**src/rv_pkg.sv**
```systemverilog
package rv_pkg;

    localparam int xlen = 32;

    typedef logic [4:0]      reg_addr_t;
    typedef logic [xlen-1:0] word_t;

    // major opcodes of the supported subset
    localparam logic [6:0] op_reg    = 7'b0110011;
    localparam logic [6:0] op_imm    = 7'b0010011;
    localparam logic [6:0] op_lui    = 7'b0110111;
    localparam logic [6:0] op_auipc  = 7'b0010111;
    localparam logic [6:0] op_branch = 7'b1100011;
    localparam logic [6:0] op_jal    = 7'b1101111;
    localparam logic [6:0] op_jalr   = 7'b1100111;

    // branch conditions
    localparam logic [2:0] f3_beq  = 3'b000;
    localparam logic [2:0] f3_bne  = 3'b001;
    localparam logic [2:0] f3_blt  = 3'b100;
    localparam logic [2:0] f3_bge  = 3'b101;
    localparam logic [2:0] f3_bltu = 3'b110;
    localparam logic [2:0] f3_bgeu = 3'b111;

    // alu groups shared by reg and imm forms
    localparam logic [2:0] f3_add_sub = 3'b000;
    localparam logic [2:0] f3_sll     = 3'b001;
    localparam logic [2:0] f3_slt     = 3'b010;
    localparam logic [2:0] f3_sltu    = 3'b011;
    localparam logic [2:0] f3_xor     = 3'b100;
    localparam logic [2:0] f3_srl_sra = 3'b101;
    localparam logic [2:0] f3_or      = 3'b110;
    localparam logic [2:0] f3_and     = 3'b111;

    typedef enum logic [2:0] {
        cls_alu_reg,
        cls_alu_imm,
        cls_lui,
        cls_auipc,
        cls_branch,
        cls_jal,
        cls_jalr,
        cls_none      // anything else retires as a nop
    } inst_class_e;

    typedef enum logic [3:0] {
        alu_add,
        alu_sub,
        alu_sll,
        alu_slt,
        alu_sltu,
        alu_xor,
        alu_srl,
        alu_sra,
        alu_or,
        alu_and
    } alu_op_e;

    typedef struct packed {
        logic [6:0] funct7;
        reg_addr_t  rs2;
        reg_addr_t  rs1;
        logic [2:0] funct3;
        reg_addr_t  rd;
        logic [6:0] opcode;
    } r_fmt_t;

    typedef struct packed {
        logic [11:0] imm_11_0;
        reg_addr_t   rs1;
        logic [2:0]  funct3;
        reg_addr_t   rd;
        logic [6:0]  opcode;
    } i_fmt_t;

    typedef struct packed {
        logic       imm_12;
        logic [5:0] imm_10_5;
        reg_addr_t  rs2;
        reg_addr_t  rs1;
        logic [2:0] funct3;
        logic [3:0] imm_4_1;
        logic       imm_11;
        logic [6:0] opcode;
    } b_fmt_t;

    typedef struct packed {
        logic [19:0] imm_31_12;
        reg_addr_t   rd;
        logic [6:0]  opcode;
    } u_fmt_t;

    typedef struct packed {
        logic       imm_20;
        logic [9:0] imm_10_1;
        logic       imm_11;
        logic [7:0] imm_19_12;
        reg_addr_t  rd;
        logic [6:0] opcode;
    } j_fmt_t;

    // one instruction word seen five ways
    typedef union packed {
        r_fmt_t r_fmt;
        i_fmt_t i_fmt;
        b_fmt_t b_fmt;
        u_fmt_t u_fmt;
        j_fmt_t j_fmt;
    } inst_u;

    typedef struct packed {
        reg_addr_t   rs1;
        reg_addr_t   rs2;
        reg_addr_t   rd;
        word_t       imm;
        inst_class_e cls;
        alu_op_e     alu_op;
        logic [2:0]  funct3;
        logic        wb_en;    // writes and rd != x0
    } decoded_t;

    typedef struct packed {
        logic      en;
        reg_addr_t addr;
        word_t     data;
    } rf_write_t;

    typedef struct packed {
        word_t     pc;
        word_t     next_pc;
        reg_addr_t rd;
        word_t     wdata;
        logic      wb;
    } retire_t;

endpackage

```
**src/rv_alu.sv**
```systemverilog
module rv_alu (
    input  rv_pkg::word_t   a,
    input  rv_pkg::word_t   b,
    input  rv_pkg::alu_op_e op,
    output rv_pkg::word_t   result
);

    logic [4:0] shamt;
    logic       lt_signed;
    logic       lt_unsigned;

    assign shamt       = b[4:0];            // rv32 shifts use 5 bits
    assign lt_signed   = $signed(a) < $signed(b);
    assign lt_unsigned = a < b;

    always_comb begin
        case (op)
            rv_pkg::alu_add:  result = a + b;
            rv_pkg::alu_sub:  result = a - b;
            rv_pkg::alu_sll:  result = a << shamt;
            rv_pkg::alu_slt: begin
                result = {{(rv_pkg::xlen - 1){1'b0}}, lt_signed};
            end
            rv_pkg::alu_sltu: begin
                result = {{(rv_pkg::xlen - 1){1'b0}}, lt_unsigned};
            end
            rv_pkg::alu_xor:  result = a ^ b;
            rv_pkg::alu_srl:  result = a >> shamt;
            rv_pkg::alu_sra:  result = $unsigned($signed(a) >>> shamt);  // sign fill
            rv_pkg::alu_or:   result = a | b;
            rv_pkg::alu_and:  result = a & b;
            default:          result = a + b;
        endcase
    end

endmodule

```
**src/rv_decoder.sv**
```systemverilog
module rv_decoder (
    input  rv_pkg::inst_u    inst,
    output rv_pkg::decoded_t decoded
);

    rv_pkg::inst_class_e cls;
    rv_pkg::word_t       imm;
    rv_pkg::alu_op_e     alu_op;
    logic                alt;       // funct7 bit 5 selects sub or sra

    assign alt = inst.r_fmt.funct7[5];

    always_comb begin
        case (inst.r_fmt.opcode)
            rv_pkg::op_reg:    cls = rv_pkg::cls_alu_reg;
            rv_pkg::op_imm:    cls = rv_pkg::cls_alu_imm;
            rv_pkg::op_lui:    cls = rv_pkg::cls_lui;
            rv_pkg::op_auipc:  cls = rv_pkg::cls_auipc;
            rv_pkg::op_branch: cls = rv_pkg::cls_branch;
            rv_pkg::op_jal:    cls = rv_pkg::cls_jal;
            rv_pkg::op_jalr:   cls = rv_pkg::cls_jalr;
            default:           cls = rv_pkg::cls_none;
        endcase
    end

    always_comb begin
        case (cls)
            rv_pkg::cls_alu_imm, rv_pkg::cls_jalr: begin
                imm = {{20{inst.i_fmt.imm_11_0[11]}}, inst.i_fmt.imm_11_0};
            end
            rv_pkg::cls_branch: begin
                imm = {{20{inst.b_fmt.imm_12}}, inst.b_fmt.imm_11,
                       inst.b_fmt.imm_10_5, inst.b_fmt.imm_4_1, 1'b0};
            end
            rv_pkg::cls_lui, rv_pkg::cls_auipc: begin
                imm = {inst.u_fmt.imm_31_12, 12'b0};   // low 12 bits zero
            end
            rv_pkg::cls_jal: begin
                imm = {{12{inst.j_fmt.imm_20}}, inst.j_fmt.imm_19_12,
                       inst.j_fmt.imm_11, inst.j_fmt.imm_10_1, 1'b0};
            end
            default: imm = '0;                  // r-type and nop
        endcase
    end

    always_comb begin
        alu_op = rv_pkg::alu_add;               // lui, auipc, jumps, branch target
        if (cls == rv_pkg::cls_alu_reg || cls == rv_pkg::cls_alu_imm) begin
            case (inst.r_fmt.funct3)
                rv_pkg::f3_add_sub: begin
                    // bit 30 belongs to the addi immediate so addi has no sub form
                    alu_op = (cls == rv_pkg::cls_alu_reg && alt) ? rv_pkg::alu_sub
                                                                 : rv_pkg::alu_add;
                end
                rv_pkg::f3_sll:     alu_op = rv_pkg::alu_sll;
                rv_pkg::f3_slt:     alu_op = rv_pkg::alu_slt;
                rv_pkg::f3_sltu:    alu_op = rv_pkg::alu_sltu;
                rv_pkg::f3_xor:     alu_op = rv_pkg::alu_xor;
                rv_pkg::f3_srl_sra: alu_op = alt ? rv_pkg::alu_sra : rv_pkg::alu_srl;
                rv_pkg::f3_or:      alu_op = rv_pkg::alu_or;
                default:            alu_op = rv_pkg::alu_and;
            endcase
        end
    end

    always_comb begin
        decoded.rs1    = inst.r_fmt.rs1;
        decoded.rs2    = inst.r_fmt.rs2;
        decoded.rd     = inst.r_fmt.rd;
        decoded.imm    = imm;
        decoded.cls    = cls;
        decoded.alu_op = alu_op;
        decoded.funct3 = inst.r_fmt.funct3;
        decoded.wb_en  = (cls != rv_pkg::cls_branch) && (cls != rv_pkg::cls_none) &&
                         (inst.r_fmt.rd != '0);   // x0 never written
    end

endmodule

```
**src/rv_regfile.sv**
```systemverilog
module rv_regfile (
    input  logic              clk,
    input  rv_pkg::reg_addr_t raddr1,
    input  rv_pkg::reg_addr_t raddr2,
    output rv_pkg::word_t     rdata1,
    output rv_pkg::word_t     rdata2,
    input  rv_pkg::rf_write_t wr
);

    rv_pkg::word_t regs [32];

    always_ff @(posedge clk) begin
        if (wr.en) begin
            regs[wr.addr] <= wr.data;
        end
    end

    // x0 reads as zero whatever entry 0 holds
    always_comb begin
        if (raddr1 == '0) begin
            rdata1 = '0;
        end else begin
            rdata1 = regs[raddr1];
        end
    end

    always_comb begin
        if (raddr2 == '0) begin
            rdata2 = '0;
        end else begin
            rdata2 = regs[raddr2];
        end
    end

endmodule

```
**src/rv_execute.sv**
```systemverilog
module rv_execute (
    input  rv_pkg::decoded_t  decoded,
    input  rv_pkg::word_t     src1,
    input  rv_pkg::word_t     src2,
    input  rv_pkg::word_t     pc,
    input  logic              accept,
    output rv_pkg::rf_write_t rf_write,
    output rv_pkg::word_t     next_pc,
    output rv_pkg::word_t     wdata
);

    rv_pkg::word_t alu_a;
    rv_pkg::word_t alu_b;
    rv_pkg::word_t alu_result;
    rv_pkg::word_t pc_plus4;
    logic          cond;                    // branch condition holds

    assign pc_plus4 = pc + 32'd4;

    always_comb begin
        case (decoded.cls)
            rv_pkg::cls_alu_imm, rv_pkg::cls_jalr: begin
                alu_a = src1;
                alu_b = decoded.imm;
            end
            rv_pkg::cls_alu_reg: begin
                alu_a = src1;
                alu_b = src2;
            end
            rv_pkg::cls_lui: begin
                alu_a = '0;
                alu_b = decoded.imm;
            end
            rv_pkg::cls_auipc, rv_pkg::cls_jal, rv_pkg::cls_branch: begin
                alu_a = pc;                     // pc-relative target
                alu_b = decoded.imm;
            end
            default: begin
                alu_a = '0;
                alu_b = '0;
            end
        endcase
    end

    rv_alu alu_i (
        .a      (alu_a),
        .b      (alu_b),
        .op     (decoded.alu_op),
        .result (alu_result)
    );

    always_comb begin
        case (decoded.funct3)
            rv_pkg::f3_beq:  cond = src1 == src2;
            rv_pkg::f3_bne:  cond = src1 != src2;
            rv_pkg::f3_blt:  cond = $signed(src1) < $signed(src2);
            rv_pkg::f3_bge:  cond = $signed(src1) >= $signed(src2);
            rv_pkg::f3_bltu: cond = src1 < src2;
            rv_pkg::f3_bgeu: cond = src1 >= src2;
            default:         cond = 1'b0;       // 010 / 011 never branch
        endcase
    end

    always_comb begin
        case (decoded.cls)
            rv_pkg::cls_branch: next_pc = cond ? alu_result : pc_plus4;
            rv_pkg::cls_jal:    next_pc = alu_result;
            rv_pkg::cls_jalr:   next_pc = {alu_result[rv_pkg::xlen-1:1], 1'b0};
            default:            next_pc = pc_plus4;
        endcase
    end

    // jumps write the link address and everything else the alu output
    assign wdata = (decoded.cls == rv_pkg::cls_jal || decoded.cls == rv_pkg::cls_jalr)
                   ? pc_plus4 : alu_result;

    assign rf_write.en   = decoded.wb_en & accept;
    assign rf_write.addr = decoded.rd;
    assign rf_write.data = wdata;

endmodule

```
**src/rv_fetch.sv**
```systemverilog
module rv_fetch #(
    parameter rv_pkg::word_t reset_pc = 32'h8000_0000
) (
    input  logic          clk,
    input  logic          reset,
    input  logic          inst_valid,
    input  logic          inst_ready,
    input  rv_pkg::word_t next_pc,
    output rv_pkg::word_t fetch_pc,
    output logic          accept
);

    rv_pkg::word_t pc;

    // the one place the instruction handshake is formed
    assign accept = inst_valid & inst_ready;

    always_ff @(posedge clk) begin
        if (reset) begin
            pc <= reset_pc;
        end else if (accept) begin
            pc <= next_pc;                      // holds while stalled
        end
    end

    assign fetch_pc = pc;

endmodule

```
**src/rv_retire_reg.sv**
```systemverilog
module rv_retire_reg (
    input  logic             clk,
    input  logic             reset,
    input  logic             accept,
    input  rv_pkg::word_t    pc,
    input  rv_pkg::word_t    next_pc,
    input  rv_pkg::word_t    wdata,
    input  rv_pkg::decoded_t decoded,
    output rv_pkg::retire_t  retire,
    output logic             retire_valid,
    input  logic             retire_ready,
    output logic             inst_ready
);

    rv_pkg::retire_t record;
    logic            full;

    // free now or freed by the transfer this cycle
    assign inst_ready = !full || retire_ready;

    always_ff @(posedge clk) begin
        if (reset) begin
            full <= 1'b0;
        end else if (accept) begin
            full <= 1'b1;                       // refill on same edge as drain
        end else if (retire_ready) begin
            full <= 1'b0;
        end
    end

    always_ff @(posedge clk) begin
        if (accept) begin
            record.pc      <= pc;
            record.next_pc <= next_pc;
            record.rd      <= decoded.rd;
            record.wdata   <= wdata;
            record.wb      <= decoded.wb_en;
        end
    end

    assign retire       = record;
    assign retire_valid = full;

endmodule

```
**src/rv_core.sv**
```systemverilog
module rv_core #(
    parameter rv_pkg::word_t reset_pc = 32'h8000_0000
) (
    input  logic            clk,
    input  logic            reset,
    output rv_pkg::word_t   fetch_pc,
    input  rv_pkg::inst_u   inst,
    input  logic            inst_valid,
    output logic            inst_ready,
    output rv_pkg::retire_t retire,
    output logic            retire_valid,
    input  logic            retire_ready
);

    logic              accept;
    rv_pkg::decoded_t  decoded;
    rv_pkg::word_t     src1;
    rv_pkg::word_t     src2;
    rv_pkg::rf_write_t rf_write;
    rv_pkg::word_t     next_pc;
    rv_pkg::word_t     wdata;

    rv_fetch #(
        .reset_pc (reset_pc)
    ) fetch_i (
        .clk        (clk),
        .reset      (reset),
        .inst_valid (inst_valid),
        .inst_ready (inst_ready),
        .next_pc    (next_pc),
        .fetch_pc   (fetch_pc),
        .accept     (accept)
    );

    rv_decoder decoder_i (
        .inst    (inst),
        .decoded (decoded)
    );

    rv_regfile regfile_i (
        .clk    (clk),
        .raddr1 (decoded.rs1),
        .raddr2 (decoded.rs2),
        .rdata1 (src1),
        .rdata2 (src2),
        .wr     (rf_write)
    );

    rv_execute execute_i (
        .decoded  (decoded),
        .src1     (src1),
        .src2     (src2),
        .pc       (fetch_pc),               // executing instruction sits at fetch_pc
        .accept   (accept),
        .rf_write (rf_write),
        .next_pc  (next_pc),
        .wdata    (wdata)
    );

    rv_retire_reg retire_reg_i (
        .clk          (clk),
        .reset        (reset),
        .accept       (accept),
        .pc           (fetch_pc),
        .next_pc      (next_pc),
        .wdata        (wdata),
        .decoded      (decoded),
        .retire       (retire),
        .retire_valid (retire_valid),
        .retire_ready (retire_ready),
        .inst_ready   (inst_ready)
    );

endmodule

```
**config.mk**
```make
export PLATFORM = sky130hd
export DESIGN_NAME = rv_core
export DESIGN_NICKNAME = d
export VERILOG_FILES = /design/src/rv_pkg.sv /design/src/rv_alu.sv /design/src/rv_decoder.sv /design/src/rv_regfile.sv /design/src/rv_execute.sv /design/src/rv_fetch.sv /design/src/rv_retire_reg.sv /design/src/rv_core.sv
export SDC_FILE = /design/constraint.sdc
export NUM_CORES = 2
export LEC_CHECK = 0
export BUFFER_PORTS_ARGS = -buffer_cell sky130_fd_sc_hd__clkbuf_2
export CELL_PAD_IN_SITES_DETAIL_PLACEMENT = 1
export CELL_PAD_IN_SITES_GLOBAL_PLACEMENT = 1
export CORE_ASPECT_RATIO = 0.8
export CORE_MARGIN = 1.5
export CORE_UTILIZATION = 50
export CTS_CLUSTER_DIAMETER = 150
export DETAILED_ROUTE_END_ITERATION = 10
export PLACE_DENSITY = 0.76
export RECOVER_POWER = 25
export SYNTH_ARGS = -nofsm -noshare
export SYNTH_HDL_FRONTEND = slang
export SYNTH_SLANG_ARGS = --single-unit
```
**constraint.sdc**
```tcl
create_clock -name clk -period 10.9 [get_ports clk]
set_input_delay 2.18 -clock clk [delete_from_list [all_inputs] [get_ports clk]]
set_output_delay 2.18 -clock clk [all_outputs]
set_load 0.005 [all_outputs]
```
* After elaboration in Yosys (flattened, before gate mapping) *
Memory sizes are Yosys's and may differ from the RTL's.
Cells that the tools add are included.

storage, ports and cells
  register bits after elaboration = 135
  memory bits (writable) = 1,024
  input bits = 36
  memories = 1

operators by class
  add/subtract/negate cells = 3
  order comparisons = 6
  eq/ne operators = 33
  shift operators = 3
  muxes and demuxes = 19
  bitwise gates (word level) = 5
  reduce and logical (&&, ||, !) cells = 18

memory list
  memory          words  width  rd ports  clocked after memory_dff  write ports  RTL line          source
  regfile_i.regs  32     32     2         0                         1            rv_regfile.sv:10  rv_pkg::word_t regs [32];

operators with widths
  cell                                                 count
  one-hot mux 32 bit (9 select lines)                  1
  < comparator 32 bit                                  4
  2-to-1 mux 32 bit                                    4
  one-hot mux 32 bit (2 select lines)                  2
  one-hot mux 32 bit (4 select lines)                  1
  one-hot mux 32 bit (3 select lines)                  1
  greater-or-equal comparator 32 bit                   2
  adder 32 x 3 -> 32 bit, second input constant        1
  adder 32 bit                                         1
  bitwise AND 32 bit                                   1
  equality test 32 bit                                 1
  inequality test 32 bit                               1
  OR 32 bit                                            1
  left shift 32 x 5 -> 32 bit                          1
  >> shifter 32 x 5 -> 32 bit                          1
  >>> shifter 32 x 5 -> 32 bit                         1
  subtractor 32 bit                                    1
  bitwise XOR 32 bit                                   1
  one-hot mux 4 bit (7 select lines)                   1
  equality test 3 bit, second input constant           7
  equality test 7 bit, second input constant           3
  one-hot mux 3 bit (7 select lines)                   1
  equality test 4 x 3 -> 1 bit, second input constant  4
  equality test 7 x 5 -> 1 bit, second input constant  2
  other kinds (21)                                     43

* Logic depth before layout (Yosys ltp) *
  depth in word-level cells = 11
  mapped depth = 27

* Cells and area by module *
A second synthesis with hierarchy kept.

unflattened totals
  cells, all modules = 4,598
  area, all modules = 64,598.2 µm²

by module, submodules not included
  module         instances  cells each  area each (µm²)
  rv_regfile     1          2,400       46,960.0
  rv_alu         1          1,314       8,725.9
  rv_execute     1          503         3,448.3
  rv_retire_reg  1          106         3,109.2
  rv_fetch       1          147         1,529.0
  rv_decoder     1          128         825.8

* Least setup slack after synthesis *
No wires, ideal clock.

  path kind = input port to flip-flop
  start point = in inst[23] (netlist bit)
  end point = mem regfile_i.regs[0][30] (netlist bit) (data pin)
  arrival time = 9.332 ns
  path slack = 0.994 ns
  stages on the path = 26
  buffers on the path = 6
  cell sequence = clkbuf_1 mux4_2 mux2i_1 nor3_1 or4_1 buf_4 nor2_8 inv_2 buf_4 buf_4 buf_2 buf_2 ha_1 fa_1 a21oi_1 o21bai_1 a21oi_1 nor2_1 o31ai_1 o31a_1 o211ai_1 a221o_1 a311oi_1 o21bai_1 mux2i_1 o41ai_1

RTL lines
  what             RTL line          source
  start, declared  rv_core.sv:7      input rv_pkg::inst_u inst,
  end, declared    rv_regfile.sv:10

* Final worst setup path *
  start point = in retire_ready
  end point = mem regfile_i.regs[8][8] (netlist bit) (enable)

between the ends
  longest elaborated chain between the ends = 5

ends and longest elaborated chain
  what                                    RTL line             source
  start, declared                         rv_core.sv:12        input logic retire_ready
  logical OR 1 bit                        rv_retire_reg.sv:19  assign inst_ready = !full || retire_ready;
  bitwise AND 1 bit                       rv_fetch.sv:16       assign accept = inst_valid & inst_ready;
  bitwise AND 1 bit                       rv_execute.sv:77     assign rf_write.en = decoded.wb_en & accept;
  2-to-1 mux 1 bit                        rv_regfile.sv:13     if (wr.en) begin
  2-to-1 mux 1 bit (not written as such)  rv_regfile.sv:14     regs[wr.addr] <= wr.data;

No other way between the ends.

==> results.tsv <==
metric	value	unit
Routed WL	300000	µm
maxcap violations	20	
number of synthesized flops with an enable pin	1126	
Syn Std Cell Area	0.0646	mm²
unrepaired setup endpoints after global routing	no	
Die W	405	µm
ratio of cells with drive above 1 in the final layout	17.3	%
gpl congestion	1.08	
top post-synthesis cells by count	edfxtp_1, mux2i_1, a21oi_1	
clock skew	62.5	ps
Longest Clk Path Bufs	3	
row cnt	117	
leakage power	25.4	nW
total negative setup slack	0	ps
DR WL/cell	42.9	µm
num ports	172	
synth warn	0	
post-route clock period utilization	90.7	%
1st-pass router iterations	6	
pin count of the biggest net entering global routing	78	
worst min-delay path class	reg -> reg	
area leader, netlist	edfxtp_1	
post-layout min period	9890	ps
syn_area_per_cell	13.0	µm²
top cell type's share of synthesized area	52.3	%
kind of critical path	in -> reg	
Slew Limit Fails	675	
full die area	0.131	mm²
fmax	0.101	GHz
Root Buffer	clkbuf_16	
DIE HEIGHT	325	µm
H-tree depth	3	
Starting Density	50.6	%
cells after synthesis	4976	
WP data required	10940	ps
Slew HR	-118	%
TritonCTS Sinks	1159	
cts repair resizes	0	
Clock Pin Slew Worst Setup and Hold Paths	60	ps
commonest register cell after synthesis	edfxtp_1	
status	complete, but fails checks	
failing checks	max-capacitance violations, max-slew violations	
slew at the pin closest to its max-slew limit	3260	ps
DR vias/cell	7.55	
Final Hold Viols	0	
initial DRC count	9640	
routed vias	52700	
DP HPWL	200000	µm
most frequent cell after synthesis	edfxtp_1	
Fillers	12500	
crit end category	flip-flop	
hold_buf cts	0	
overall routing resource usage	44.8	%
antenna-violating nets left	0	
Peak supply drop	0.158	mV
crit start category	input port	
GRT overflow	0	
Skew-Pair Late Insertion Delay	790	ps
r2r setup slk	2260	ps
#FFs+latches synth	1159	
Critical Path AT	9930	ps
initial antenna violation count	19	
count of cell types in the netlist	102	
Finish-stage setup viols	0	
I/O Buffers	171	
core area	0.128	mm²
cts bufs inserted	116	
CP max FO	71	
first-pass GRT wire length	412000	µm
vias in the first global route	51300	
CTS tree	done	
# nets final	5324	
top post-synthesis cells by area	edfxtp_1, mux2i_1, mux4_2, ha_1, a21oi_1	
Post-synth ARST share	0	%
fin util	56.5	%
Synth-to-Final Area Change	11.7	%
drc violations	0	
sequential share of the synthesized area	53.3	%
postcts setup bufs	0	
PD cells	142	mW/mm²
## layout make-up
class | count | area (µm²) | share of cell area [%]
Clock inverter | 72 | 741 | 1.03
Timing Repair Buffer | 412 | 2730 | 3.78
Multi-Input combinational cell | 3356 | 28600 | 39.6
Antenna cell | 9 | 22.5 | 0.0312
Inverter | 110 | 415 | 0.576
Sequential cell | 1159 | 34500 | 47.8
Tap cell | 1725 | 2160 | 2.99
Clock buffer | 140 | 3010 | 4.18
## placed cells by master, fill, tap and decap left out, types with 44 or more instances in the layout
cell type / instances
edfxtp_1: 1126
mux2i_1: 659
a21oi_1: 292
mux4_2: 239
nand2_1: 234
buf_4: 205
nor2_1: 200
o21ai_0: 172
ha_1: 131
o221ai_1: 124
clkbuf_1: 123
a22oi_1: 121
nor3_1: 118
clkbuf_16: 116
o22ai_1: 107
inv_1: 100
nand3_1: 88
clkbuf_2: 86
mux2_2: 75
a21o_1: 44
## power breakdown
group          internal (mW)  total (mW)  leakage, nW  switching, mW
registers               4.92        4.95         10.8         0.0337
clock network           2.23        4.07         1.83           1.84
logic                  0.397        1.22         12.8          0.823
total                   7.55        10.2         25.4           2.70
## logic make-up after synthesis
family | Yosys count | synth area share, %
AOI/OAI and AO/OA | 1260 | 13.2
DFF | 1159 | 53.3
muxes | 984 | 20.0
and+or+nand+nor | 890 | 6.64
buffers and inverters | 492 | 3.37
adders and majority gates | 133 | 2.60
xor gates and xnor gates | 57 | 0.773
other | 1 | 0.00580
## worst max-delay path, stage by stage
cell and delay, ps:
clkbuf_2 80, nand2b_1 180, nand2_1 80, clkbuf_1 1240, clkinvlp_2 3310, and2_0 990
nand2_1 580, nor2_4 60, clkbuf_2 1110
## metrics by stage
stage | setup WS (ps) | cells | power, mW | cell area [µm²] | hold WS [ps]
finish | 1010 | 6983 | 10.2 | 72200 | 495
global route | 835 | 6979 | 10.4 | 72100 | 517
CTS | 1660 | 6973 | 10.2 | 72400 | 502
detailed placement | 969 | 6761 | 6.21 | 68600 | 488
global placement | 1180 | 6761 | 6.18 | 68600 | 456
floorplan | 994 | 5007 | 5.71 | 64700 | 452
## metal layers
layer | GRT usage, % | share of wire (%)
met5 | 0 | 0.029
met4 | 17.8 | 4.9
met3 | 18.2 | 16
met2 | 60.5 | 40
met1 | 63.7 | 39
## flip-flops by register name, indices dropped and copies added (netlist names)
register	flops
regfile_i.regs	1024
fetch_i.fetch_pc	32
retire_reg_i.retire_valid	1
retire_reg_i.retire	102
## final timing paths
kind	startpoint	to	cells past startpoint
worst max-delay path	retire_ready	regfile_i.regs[8][8]	9
worst max register to register	retire_reg_i.retire_valid	regfile_i.regs[8][8]	8
worst min register to register	fetch_i.fetch_pc[21]	retire_reg_i.retire[91]	0
worst min-delay path	fetch_i.fetch_pc[21]	retire_reg_i.retire[91]	0
Note: power is estimated with default switching activity, not from simulation.
